`config.mk`:
```
export PLATFORM = sky130hd
export DESIGN_NAME = analog_top
export DESIGN_NICKNAME = d
export VERILOG_FILES = /design/src/hdl/analog_pkg.sv /design/src/hdl/wb_map_pkg.sv /design/src/hdl/adc_capture.sv /design/src/hdl/dac_interleave.sv /design/src/hdl/pwm_dac.sv /design/src/hdl/analog_regs.sv /design/src/hdl/analog_top.sv
export SDC_FILE = /design/constraint.sdc
export NUM_CORES = 1
export LEC_CHECK = 0
export ABC_AREA = 1
export BUFFER_PORTS_ARGS = -buffer_cell sky130_fd_sc_hd__buf_4
export CAP_MARGIN = 20
export CORE_ASPECT_RATIO = 1.4
export CORE_UTILIZATION = 56
export DETAILED_ROUTE_END_ITERATION = 12
export PLACE_DENSITY_LB_ADDON = 0.2
export SLEW_MARGIN = 20
export SYNTH_ARGS = -nofsm -noshare
export SYNTH_HDL_FRONTEND = slang
export SYNTH_SLANG_ARGS = --single-unit
```
`constraint.sdc`:
```
create_clock -name adc_clk -period 4.83 [get_ports adc_clk]
set_clock_uncertainty 0.15 [all_clocks]
set_input_delay 0.966 -clock adc_clk [delete_from_list [all_inputs] [get_ports adc_clk]]
set_output_delay 0.966 -clock adc_clk [all_outputs]
set_load 0.05 [all_outputs]
```
`src/hdl/analog_pkg.sv`:
```
// Analog front end shared definitions
// Sample widths and the slow DAC (PWM) setting layout

package analog_pkg;

  //----------------------------------------
  // Fast ADC and DAC samples
  //----------------------------------------

  localparam int ADC_DW = 14;                // ADC and DAC sample width

  //----------------------------------------
  // Slow DAC setting word
  //----------------------------------------

  localparam int PWM_DW = 24;                // Full setting word
  localparam int PWM_CW = 8;                 // Coarse duty field
  localparam int PWM_BW = PWM_DW - PWM_CW;   // Dither field
  localparam int PWM_CH = 4;                 // Number of PWM outputs

  // Field view of one setting
  typedef struct packed {
    logic [PWM_CW-1:0] coarse;               // Level per PWM period
    logic [PWM_BW-1:0] dither;               // One extra count per set bit
  } pwm_fld_t;

  // Same 24 bits, seen by the bus as a flat word
  // and by the PWM generator as coarse/dither
  typedef union packed {
    logic [PWM_DW-1:0] word;                 // Register view
    pwm_fld_t          fld;                  // Generator view
  } pwm_word_u;

endpackage

```
`src/hdl/wb_map_pkg.sv`:
```
// Wishbone register map of the analog front end
// Bus widths and byte offsets of all registers

package wb_map_pkg;

  //----------------------------------------
  // Bus widths
  //----------------------------------------

  localparam int WB_AW = 6;                  // Byte address
  localparam int WB_DW = 32;                 // Data word

  //----------------------------------------
  // Register offsets
  //----------------------------------------

  localparam logic [WB_AW-1:0] REG_ADC_A = 6'h00;  // RO, ADC A sample
  localparam logic [WB_AW-1:0] REG_ADC_B = 6'h04;  // RO, ADC B sample
  localparam logic [WB_AW-1:0] REG_DAC_A = 6'h08;  // RW, DAC A sample
  localparam logic [WB_AW-1:0] REG_DAC_B = 6'h0C;  // RW, DAC B sample
  localparam logic [WB_AW-1:0] REG_PWM_A = 6'h10;  // RW, slow DAC A
  localparam logic [WB_AW-1:0] REG_PWM_B = 6'h14;  // RW, slow DAC B
  localparam logic [WB_AW-1:0] REG_PWM_C = 6'h18;  // RW, slow DAC C
  localparam logic [WB_AW-1:0] REG_PWM_D = 6'h1C;  // RW, slow DAC D
  localparam logic [WB_AW-1:0] REG_FRAME = 6'h20;  // RO, PWM sync count

endpackage

```
`src/hdl/adc_capture.sv`:
```
// Fast ADC capture
// Registers both raw channels and turns them into two's complement

module adc_capture
  import analog_pkg::*;
(
  input  logic              clk_i,
  input  logic              rst_i,
  input  logic [ADC_DW-1:0] raw_a_i,         // Offset binary, negative slope
  input  logic [ADC_DW-1:0] raw_b_i,
  output logic [ADC_DW-1:0] adc_a_o,         // Two's complement
  output logic [ADC_DW-1:0] adc_b_o
);

  logic [ADC_DW-1:0] raw_a_q;                // Input registers
  logic [ADC_DW-1:0] raw_b_q;

  //----------------------------------------
  // Input registers
  //----------------------------------------

  always_ff @(posedge clk_i) begin
    if (rst_i) begin
      raw_a_q <= '0;
      raw_b_q <= '0;
    end else begin
      raw_a_q <= raw_a_i;                    // Sampled every cycle
      raw_b_q <= raw_b_i;
    end
  end

  //----------------------------------------
  // Format conversion
  //----------------------------------------

  // Inverting the magnitude bits flips the slope and
  // moves the offset-binary midpoint to zero
  assign adc_a_o = {raw_a_q[ADC_DW-1], ~raw_a_q[ADC_DW-2:0]};
  assign adc_b_o = {raw_b_q[ADC_DW-1], ~raw_b_q[ADC_DW-2:0]};

endmodule

```
`src/hdl/dac_interleave.sv`:
```
// Fast DAC interleaver
// Converts both channels to offset binary and time-multiplexes
// A and B onto one data bus, marked by the select line

module dac_interleave
  import analog_pkg::*;
(
  input  logic              clk_i,
  input  logic              rst_i,
  input  logic [ADC_DW-1:0] dac_a_i,         // Two's complement
  input  logic [ADC_DW-1:0] dac_b_i,
  output logic [ADC_DW-1:0] dac_dat_o,       // Offset binary, negative slope
  output logic              dac_sel_o,       // High while A on the bus
  output logic              dac_rst_o        // DAC chip reset
);

  logic [ADC_DW-1:0] dac_a_q;                // Converted A
  logic [ADC_DW-1:0] dac_b_q;                // Converted B
  logic [ADC_DW-1:0] dat_q;                  // Bus register
  logic              sel_q;                  // Channel toggle
  logic              chip_rst_q;             // Reset line to the chip

  //----------------------------------------
  // Sample conversion
  //----------------------------------------

  always_ff @(posedge clk_i) begin
    dac_a_q <= {dac_a_i[ADC_DW-1], ~dac_a_i[ADC_DW-2:0]};  // Signed to unsigned
    dac_b_q <= {dac_b_i[ADC_DW-1], ~dac_b_i[ADC_DW-2:0]};  // Negative slope too
  end

  //----------------------------------------
  // Bus multiplexer
  //----------------------------------------

  always_ff @(posedge clk_i) begin
    if (rst_i) begin
      chip_rst_q <= 1'b1;                    // Held through reset
      sel_q      <= 1'b0;
      dat_q      <= '0;
    end else begin
      chip_rst_q <= 1'b0;                    // One cycle after release
      if (chip_rst_q) begin
        sel_q <= 1'b0;                       // Bus quiet during chip reset
        dat_q <= '0;
      end else begin
        sel_q <= ~sel_q;
        // Pick the channel that matches the new select value
        dat_q <= sel_q ? dac_b_q : dac_a_q;
      end
    end
  end

  assign dac_dat_o = dat_q;
  assign dac_sel_o = sel_q;
  assign dac_rst_o = chip_rst_q;

endmodule

```
`src/hdl/pwm_dac.sv`:
```
// Slow DAC, four dithered PWM outputs
// Coarse level per period plus one count per dither bit,
// new settings taken every 16 periods with a sync pulse just before

module pwm_dac
  import analog_pkg::*;
#(
  parameter int unsigned PWM_FULL = 156      // Counter value at 100 % duty
) (
  input  logic                   clk_i,
  input  logic                   rst_i,
  input  pwm_word_u [PWM_CH-1:0] pwm_set_i,  // Settings from the register block
  output logic      [PWM_CH-1:0] pwm_o,      // To the RC filters
  output logic                   pwm_sync_o  // One cycle before settings latch
);

  localparam logic [PWM_CW-1:0] V_FULL = PWM_FULL[PWM_CW-1:0];  // Last count
  localparam logic [PWM_CW-1:0] V_SYNC = V_FULL - 1'b1;         // Sync count

  logic [PWM_CW-1:0] vcnt;                   // Period counter, 1 to V_FULL
  logic [PWM_CW-1:0] vcnt_r;                 // Delayed for the compare stage
  logic [3:0]        bcnt;                   // Periods in frame
  logic [PWM_CW-1:0] coarse [PWM_CH];        // Latched coarse level
  logic [PWM_BW-1:0] dither [PWM_CH];        // Latched dither, shifted
  logic [PWM_CW-1:0] lvl_r  [PWM_CH];        // Level for this period
  logic [PWM_CH-1:0] pwm_r;                  // Compare result
  logic [PWM_CH-1:0] pwm_q;                  // Output register
  logic              period_end;
  logic              frame_end;

  assign period_end = (vcnt == V_FULL);
  assign frame_end  = period_end && (bcnt == 4'hF);

  //----------------------------------------
  // Period and frame counters
  //----------------------------------------

  always_ff @(posedge clk_i) begin
    if (rst_i) begin
      vcnt <= V_FULL;                        // Start as if at period end
      bcnt <= 4'h0;
    end else begin
      vcnt <= period_end ? PWM_CW'(1) : vcnt + 1'b1;
      if (period_end) begin
        bcnt <= bcnt + 4'h1;                 // Wraps after 16 periods
      end
    end
  end

  //----------------------------------------
  // Settings latch and dither shift
  //----------------------------------------

  always_ff @(posedge clk_i) begin
    if (rst_i) begin
      for (int i = 0; i < PWM_CH; i++) begin
        coarse[i] <= '0;
        dither[i] <= '0;
      end
    end else begin
      for (int i = 0; i < PWM_CH; i++) begin
        if (frame_end) begin
          coarse[i] <= pwm_set_i[i].fld.coarse;  // New value every 16 periods
          dither[i] <= pwm_set_i[i].fld.dither;
        end else if (period_end) begin
          dither[i] <= dither[i] >> 1;       // Next dither bit
        end
      end
    end
  end

  //----------------------------------------
  // Duty pipeline
  //----------------------------------------

  always_ff @(posedge clk_i) begin
    if (rst_i) begin
      vcnt_r <= V_FULL;                      // Above any reset level
      pwm_r  <= '0;
      pwm_q  <= '0;
      for (int i = 0; i < PWM_CH; i++) begin
        lvl_r[i] <= '0;
      end
    end else begin
      vcnt_r <= vcnt;
      for (int i = 0; i < PWM_CH; i++) begin
        lvl_r[i] <= coarse[i] + PWM_CW'(dither[i][0]);  // Coarse plus dither bit
        pwm_r[i] <= (vcnt_r <= lvl_r[i]);    // High up to the level
      end
      pwm_q <= pwm_r;                        // Retimed output
    end
  end

  assign pwm_o      = pwm_q;
  assign pwm_sync_o = (bcnt == 4'hF) && (vcnt == V_SYNC);  // Last period, one early

endmodule

```
`src/hdl/analog_regs.sv`:
```
// Analog front end register block
// Wishbone classic slave with DAC and PWM settings,
// ADC sample read-back and a PWM frame counter

module analog_regs
  import analog_pkg::*;
  import wb_map_pkg::*;
(
  input  logic                   clk_i,
  input  logic                   rst_i,
  // Wishbone slave
  input  logic                   wb_cyc_i,
  input  logic                   wb_stb_i,
  input  logic                   wb_we_i,
  input  logic [WB_AW-1:0]       wb_adr_i,   // Byte address
  input  logic [WB_DW-1:0]       wb_dat_i,
  output logic [WB_DW-1:0]       wb_dat_o,
  output logic                   wb_ack_o,
  // Status in
  input  logic [ADC_DW-1:0]      adc_a_i,    // Two's complement
  input  logic [ADC_DW-1:0]      adc_b_i,
  input  logic                   pwm_sync_i, // Frame sync from the PWM
  // Settings out
  output logic [ADC_DW-1:0]      dac_a_o,
  output logic [ADC_DW-1:0]      dac_b_o,
  output pwm_word_u [PWM_CH-1:0] pwm_set_o
);

  localparam int FRAME_W = 16;               // Sync counter width

  logic               req;                   // Accepted request this cycle
  logic [FRAME_W-1:0] frame_q;               // Sync pulse count
  logic [WB_DW-1:0]   rd_dat;                // Read mux

  // No new request in the ack cycle, so a held stb is acked once
  assign req = wb_cyc_i && wb_stb_i && !wb_ack_o;

  //----------------------------------------
  // Ack and write decode
  //----------------------------------------

  always_ff @(posedge clk_i) begin
    if (rst_i) begin
      wb_ack_o  <= 1'b0;
      dac_a_o   <= '0;
      dac_b_o   <= '0;
      pwm_set_o <= '0;
    end else begin
      wb_ack_o <= req;                       // Single-cycle registered ack
      if (req && wb_we_i) begin
        case (wb_adr_i)
          REG_DAC_A: dac_a_o <= wb_dat_i[ADC_DW-1:0];
          REG_DAC_B: dac_b_o <= wb_dat_i[ADC_DW-1:0];
          REG_PWM_A: pwm_set_o[0].word <= wb_dat_i[PWM_DW-1:0];
          REG_PWM_B: pwm_set_o[1].word <= wb_dat_i[PWM_DW-1:0];
          REG_PWM_C: pwm_set_o[2].word <= wb_dat_i[PWM_DW-1:0];
          REG_PWM_D: pwm_set_o[3].word <= wb_dat_i[PWM_DW-1:0];
          default: ;                         // Read-only or unmapped
        endcase
      end
    end
  end

  //----------------------------------------
  // Read path
  //----------------------------------------

  always_comb begin
    rd_dat = '0;                             // Unmapped reads zero
    case (wb_adr_i)
      REG_ADC_A: rd_dat = {{(WB_DW-ADC_DW){adc_a_i[ADC_DW-1]}}, adc_a_i};  // Sign ext
      REG_ADC_B: rd_dat = {{(WB_DW-ADC_DW){adc_b_i[ADC_DW-1]}}, adc_b_i};
      REG_DAC_A: rd_dat = WB_DW'(dac_a_o);
      REG_DAC_B: rd_dat = WB_DW'(dac_b_o);
      REG_PWM_A: rd_dat = WB_DW'(pwm_set_o[0].word);
      REG_PWM_B: rd_dat = WB_DW'(pwm_set_o[1].word);
      REG_PWM_C: rd_dat = WB_DW'(pwm_set_o[2].word);
      REG_PWM_D: rd_dat = WB_DW'(pwm_set_o[3].word);
      REG_FRAME: rd_dat = WB_DW'(frame_q);
      default: ;
    endcase
  end

  always_ff @(posedge clk_i) begin
    if (rst_i) begin
      wb_dat_o <= '0;
    end else if (req && !wb_we_i) begin
      wb_dat_o <= rd_dat;                    // Valid with ack
    end
  end

  //----------------------------------------
  // Frame counter
  //----------------------------------------

  always_ff @(posedge clk_i) begin
    if (rst_i) begin
      frame_q <= '0;
    end else if (pwm_sync_i) begin
      frame_q <= frame_q + 1'b1;             // Wraps at 16 bits
    end
  end

endmodule

```
`src/hdl/analog_top.sv`:
```
// Analog front end top level
// ADC capture, DAC interleaver and PWM slow DAC behind one
// Wishbone register block, all on adc_clk

module analog_top
  import analog_pkg::*;
  import wb_map_pkg::*;
#(
  parameter int unsigned PWM_FULL = 156      // PWM counter at 100 % duty
) (
  input  logic              adc_clk,
  input  logic              dac_rst,         // Sync, active high
  // Wishbone slave
  input  logic              wb_cyc_i,
  input  logic              wb_stb_i,
  input  logic              wb_we_i,
  input  logic [WB_AW-1:0]  wb_adr_i,
  input  logic [WB_DW-1:0]  wb_dat_i,
  output logic [WB_DW-1:0]  wb_dat_o,
  output logic              wb_ack_o,
  // ADC chip
  input  logic [ADC_DW-1:0] adc_dat_a_i,
  input  logic [ADC_DW-1:0] adc_dat_b_i,
  // DAC chip
  output logic [ADC_DW-1:0] dac_dat_o,
  output logic              dac_sel_o,
  output logic              dac_rst_o,
  // Slow DAC
  output logic [PWM_CH-1:0] dac_pwm_o,
  output logic              dac_pwm_sync_o
);

  logic [ADC_DW-1:0]      adc_a;             // Converted ADC samples
  logic [ADC_DW-1:0]      adc_b;
  logic [ADC_DW-1:0]      dac_a;             // DAC settings
  logic [ADC_DW-1:0]      dac_b;
  pwm_word_u [PWM_CH-1:0] pwm_set;           // PWM settings
  logic                   pwm_sync;

  //----------------------------------------
  // Datapath blocks
  //----------------------------------------

  adc_capture u_adc_capture (
    .clk_i   (adc_clk),
    .rst_i   (dac_rst),
    .raw_a_i (adc_dat_a_i),
    .raw_b_i (adc_dat_b_i),
    .adc_a_o (adc_a),
    .adc_b_o (adc_b)
  );

  pwm_dac #(
    .PWM_FULL (PWM_FULL)
  ) u_pwm_dac (
    .clk_i      (adc_clk),
    .rst_i      (dac_rst),
    .pwm_set_i  (pwm_set),
    .pwm_o      (dac_pwm_o),
    .pwm_sync_o (pwm_sync)
  );

  dac_interleave u_dac_interleave (
    .clk_i     (adc_clk),
    .rst_i     (dac_rst),
    .dac_a_i   (dac_a),
    .dac_b_i   (dac_b),
    .dac_dat_o (dac_dat_o),
    .dac_sel_o (dac_sel_o),
    .dac_rst_o (dac_rst_o)
  );

  //----------------------------------------
  // Register block
  //----------------------------------------

  analog_regs u_analog_regs (
    .clk_i      (adc_clk),
    .rst_i      (dac_rst),
    .wb_cyc_i   (wb_cyc_i),
    .wb_stb_i   (wb_stb_i),
    .wb_we_i    (wb_we_i),
    .wb_adr_i   (wb_adr_i),
    .wb_dat_i   (wb_dat_i),
    .wb_dat_o   (wb_dat_o),
    .wb_ack_o   (wb_ack_o),
    .adc_a_i    (adc_a),
    .adc_b_i    (adc_b),
    .pwm_sync_i (pwm_sync),
    .dac_a_o    (dac_a),
    .dac_b_o    (dac_b),
    .pwm_set_o  (pwm_set)
  );

  assign dac_pwm_sync_o = pwm_sync;          // Also seen by the frame counter

endmodule

```
# Word level (Yosys, flattened, before mapping)
# Memories as Yosys holds them, arrays and structs flattened.
# Index checks and enable logic that the tools add are counted.
# word_totals
ff_bits	273
ram_bits	128
in_bits	71
out_inout_bits	54
wordCells	114
memories	3
# memory_table
name	depth	width	read_ports	rd_ports_with_merged_regs	write_ports	line	source
u_pwm_dac.dither	4	16	4	0	4	pwm_dac.sv:24	logic [PWM_BW-1:0] dither [PWM_CH];
u_pwm_dac.coarse	4	8	4	0	4	pwm_dac.sv:23	logic [PWM_CW-1:0] coarse [PWM_CH];
u_pwm_dac.lvl_r	4	8	4	0	4	pwm_dac.sv:25	logic [PWM_CW-1:0] lvl_r [PWM_CH];
# classes
add_sub_neg	7
order_cmp	4
eq_ne	11
muxes	29
n_bitwise	21
reduce_logical	17
# ops
op	count
$pmux W32 S9	1
$mux W16	8
$mux W8	9
$not A13 Y13	4
$add A8 B1 Y8	4
$le A8 B8 Y1	4
$eq A6 B5 Y1 const B	4
$add A16 B1 Y16 const B	1
$eq A8 B8 Y1 const B	2
$or A1 B1 Y1	16
$mux W14	1
$eq A6 B4 Y1 const B	2
$reduce_and A2 Y1	6
$mux W1	10
$add A8 B1 Y8 const B	1
$eq A6 B3 Y1 const B	1
$eq A6 B6 Y1 const B	1
$logic_and A1 B1 Y1	6
$logic_not A6 Y1	1
$add A4 B1 Y4 const B	1
$eq A4 B4 Y1 const B	1
$reduce_or A2 Y1	2
$logic_not A1 Y1	2
$not A1 Y1	1

# Longest topological paths before layout
# depth
ltp_word	7
depth_mapped	10
ltp_nobuf	10

# By module
# From an unflattened synthesis, not the netlist that was laid out.
# unflattened
cells_unflattened	2177
area_unflattened_um2	17187.7
# modules_own_cells
mod	instances	cells_per_inst	area_each_um2	seq_area_each_um2
analog_regs	1	1127	7669.9	3323.2
pwm_dac	1	789	7231.9	4083.9
dac_interleave	1	146	1366.3	880.8
adc_capture	1	115	919.6	560.5

# Least setup slack after synthesis
# Ideal clock, no wire load.
# synth_path
path_type	register to register
startpoint	reg u_pwm_dac.vcnt[0]
endpoint	mem u_pwm_dac.coarse[0][0], enable pin
setup_time_ns	0.466
arrival_ns	3.268
t_required_ns	4.214
path_slack_ns	0.946
path_stages_with_launch	8
path_buffers	1
period_less_slack_ns	3.884
path_cell_list	dfxtp_1 inv_1 ha_1 inv_1 nor2_1 nand2_1 clkbuf_1 o21ai_0
# synth_rtl
element	line	source
from (decl)	pwm_dac.sv:20	logic [PWM_CW-1:0] vcnt;
from (signal assigned)	pwm_dac.sv:43	vcnt <= period_end ? PWM_CW'(1) : vcnt + 1'b1;
to (decl)	pwm_dac.sv:23	

# Worst setup path after layout
# layout_path
startpoint	reg u_pwm_dac.vcnt[0]
endpoint	out dac_pwm_sync_o
# layout_between
elab_chain_cells	2
# layout_rtl
element	line	source
$eq A8 B8 Y1	pwm_dac.sv:95	assign pwm_sync_o = (bcnt == 4'hF) && (vcnt == V_SYNC);
$logic_and A1 B1 Y1	pwm_dac.sv:95	
to (decl)	analog_top.sv:30	output logic dac_pwm_sync_o
# No other way between the ends.

==> flow_summary_export.csv <==
group,metric,value,unit
run_status,outcome,"finished clean",
cells_and_area,drive_above_1_share,11.1,%
timing,slew_headroom,34.5,%
logic_synthesis,ys_ff_latch,394,
clocking,root_buffer,"clkbuf_16",
global_route,grt_pass1_vias,13300,
drt,dr_total_vias,13700,
timing,finalSetupTns,0,ps
critical_path,worstRegToRegCells,9,
logic_synthesis,yosysTopAreaCell,"dfxtp_1",
clocking,cts_sinks,394,
timing,setup_viol,0,
placed_design,hpwl,30100,µm
critical_path,worst_setup_path_start_kind,"flop",
timing,holdWs,229,ps
run,drv_cap,0,
drt,drt-total-wl,43200,µm
power_and_ir_drop,p_per_area,402,nW/µm²
logic_synthesis,syn_nets,2159,
placed_design,routabilityCongestion,0.899,
logic_synthesis,synth.area.top_cells,"dfxtp_1 (36%), edfxtp_1 (17%), nor2_1 (7.1%)",
critical_path,cp_slowest_stage_delay,600,ps
clocking,holdBufCountCts,0,
logic_synthesis,synth.distinct_cells,35,
clocking,numCtsBuffers,38,
critical_path,crit_arrival,2350,ps
floorplan,start_util,57.1,%
clocking,cts_tree,"yes",
drt,avgViaCountPerCell,5.45,
placed_design,pre_cts_slack,1100,ps
timing,final_max_slew_viol_count,0,
cells_and_area,diodes,0,
critical_path,cp_top_family,"simple AND/OR/NAND/NOR gates",
global_route,grt_max_degree,89,
clocking,clk_latency,540,ps
logic_synthesis,synth_area_per_cell,8.15,µm²
global_route,grt_pass1_wl,68400,µm
critical_path,end_kind,"primary output",
critical_path,cp.depth,6,
power_and_ir_drop,vdd_ir_drop_max,0.288,mV
timing,fmax,0.288,GHz
critical_path,worstSetupPathType,"reg -> out",
cells_and_area,areaGrowthSynthToFinish,13.6,%
clocking,clk_pin_slew,60,ps
logic_synthesis,postSynthCellCount,2044,
drt,drt_iter0_drc,1015,
timing,worst_pin_slew,979,ps
drt,met3_length,2400,µm
floorplan,die_width,148,µm
critical_path,worst-path-buf-inv,2,
logic_synthesis,mappedNetlistArea,16600,µm²
cells_and_area,layoutNonFillerInstCount,2515,
timing,fin_crit,3470,ps
drt,dr_wl_met2,21900,µm
cells_and_area,fin_util,64.9,%
power_and_ir_drop,power.leakage,7.71,nW
floorplan,die_area,30400,µm²
global_route,globalRouteOverflowTotal,0,
floorplan,fp-row-count,74,
drt,top_layer_used,"met4",
drt,drt-pass1-iter-count,7,
drt,drc_errors,0,
drt,antenna_left,0,
floorplan,num_io_pins,125,
critical_path,slowest_stage,"nor3_4",
logic_synthesis,synth_top_area_share,35.8,%
critical_path,r2r_start,"u_pwm_dac.vcnt[0]$_SDFF_PP0_",
timing,post-route-period-util,71.8,%
critical_path,crit_fanout,10,
clocking,clk_path_buf_depth,3,
critical_path,cp-startpoint,"u_pwm_dac.vcnt[0]$_SDFF_PP0_",
critical_path,worst_ep_required_time,3710,ps
global_route,antenna_found_initial,0,
global_route,grt_util_all_layers,29.0,%
hold_path,hold_path.class,"reg -> reg",
critical_path,reg2reg_setup_slack,1770,ps
drt,drt-met1-wl,16300,µm
critical_path,crit_chain,"ha_1 > inv_1 > nor2_1 > nand2_1 > nor3_4 > buf_4",
clocking,post_cts_buffers,0,
timing,rsz0062_at_grt,"no",
drt,wl_per_cell,17.2,µm
floorplan,dieHeight,206,µm
critical_path,timing.rr.end,"u_pwm_dac.dither[2][12]$_SDFFCE_PN0P_",
placed_design,place_area,17600,µm²
timing,setup_ws,1360,ps
placed_design,portBuffers,116,
critical_path,crit_end,"dac_pwm_sync_o",
logic_synthesis,ys_warn_count,0,
floorplan,core_area,29200,µm²
logic_synthesis,yosysSeqAreaShare,53.1,%
timing,hold_viol,0,
placed_design,dp.cells,2445,
clocking,cts-resized-gates,0,
cells_and_area,fin_nets,2220,
power_and_ir_drop,p_total,7.61,mW
clocking,htreeDepth,2,
cells_and_area,final_area,18900,µm²
[metal layers]
metal / GRT usage (%) / vias up
li1: - / 6791
met1: 32.3 / 6288
met2: 52.0 / 496
met4: 17.9 / 0
met3: 4.15 / 134
met5: 0 / -
[cell usage in the layout, fill, tap and decap left out, types with 3 or more instances in the layout]
cell type,Yosys,layout
inv_2,11,11
nor2_1,313,311
nor3_1,9,9
o21ai_1,76,76
a21oi_1,190,190
buf_4,10,135
clkbuf_16,0,42
dfxtp_1,298,298
nand4_1,64,64
nand3_1,142,142
inv_1,250,249
clkbuf_1,49,8
ha_1,44,44
a31oi_1,3,3
nor3b_1,4,4
clkbuf_8,0,12
xor2_1,7,7
o21a_1,7,7
nand2_1,259,257
edfxtp_1,96,96
clkinv_2,1,5
nand2_2,3,4
nor2_4,8,9
nor2_2,5,6
o21ai_0,129,128
[how the worst min path moves through the flow]
| stage | endpoint | from | cells past startpoint |
|---|---|---|---|
| global route | u_dac_interleave.dac_a_q[13]$_DFF_P_ | u_analog_regs.dac_a_o[13]$_SDFFE_PP0P_ | 0 |
| floorplan | u_dac_interleave.dac_b_q[13]$_DFF_P_ | u_analog_regs.dac_b_o[13]$_SDFFE_PP0P_ | 0 |
| finish | u_dac_interleave.dac_a_q[13]$_DFF_P_ | u_analog_regs.dac_a_o[13]$_SDFFE_PP0P_ | 0 |
| detailed placement | u_dac_interleave.dac_a_q[13]$_DFF_P_ | u_analog_regs.dac_a_o[13]$_SDFFE_PP0P_ | 0 |
| CTS | u_dac_interleave.dac_a_q[13]$_DFF_P_ | u_analog_regs.dac_a_o[13]$_SDFFE_PP0P_ | 0 |
| global placement | u_dac_interleave.dac_a_q[13]$_DFF_P_ | u_analog_regs.dac_a_o[13]$_SDFFE_PP0P_ | 0 |
[cells in the mapped netlist, drive strengths merged]
| master | number |
|---|---|
| a21oi | 190 |
| a31oi | 3 |
| and3 | 2 |
| buf | 65 |
| clkbuf | 49 |
| clkinv | 2 |
| dfxtp | 298 |
| edfxtp | 96 |
| ha | 44 |
| inv | 261 |
| nand2 | 263 |
| nand3 | 144 |
| nand4 | 65 |
| nor2 | 327 |
| nor3 | 10 |
| nor3b | 4 |
| o211ai | 1 |
| o21a | 7 |
| o21ai | 205 |
| or2 | 1 |
| xor2 | 7 |
[flip-flops by register name, summed over array words and instances, names as in the netlist]
| name | cells |
|---|---|
| u_pwm_dac.pwm_o | 4 |
| u_dac_interleave.dac_rst_o | 1 |
| u_analog_regs.wb_dat_o | 25 |
| u_pwm_dac.pwm_r | 4 |
| u_analog_regs.frame_q | 16 |
| u_pwm_dac.vcnt_r | 8 |
| u_analog_regs.dac_b_o | 14 |
| u_dac_interleave.dac_dat_o | 14 |
| u_pwm_dac.vcnt | 8 |
| u_analog_regs.pwm_set_o | 96 |
| u_pwm_dac.lvl_r | 32 |
| u_dac_interleave.dac_b_q | 14 |
| u_adc_capture.raw_b_q | 14 |
| u_adc_capture.raw_a_q | 14 |
| u_analog_regs.wb_ack_o | 1 |
| u_pwm_dac.coarse | 32 |
| u_dac_interleave.dac_a_q | 14 |
| u_pwm_dac.bcnt | 4 |
| u_dac_interleave.dac_sel_o | 1 |
| u_pwm_dac.dither | 64 |
| u_analog_regs.dac_a_o | 14 |
[final cells by class]
cell class | count | area (µm²)
Clock buffer | 62 | 1250
Clock inverter | 8 | 77.6
Fill cell | 2522 | 10200
Inverter | 263 | 991
Multi-Input combinational cell | 1273 | 6260
Sequential cell | 394 | 8850
Tap cell | 380 | 475
Timing Repair Buffer | 135 | 1010
[report_power, final]
part           switching (mW)  internal, mW  leakage (nW)  total (mW)
Sequential              0.104          3.65          3.43        3.76
Combinational           0.546         0.232          3.63       0.778
Clock                    1.25          1.83         0.653        3.08
Total                    1.90          5.71          7.71        7.61
[logic make-up after synthesis]
group / synth area share, %
compound gates: 12.3
xor+xnor: 0.368
fa+ha+maj: 3.31
buf+inv: 9.37
flops: 53.1
simple gates: 21.5
Note: power is estimated with default switching activity, not from simulation.
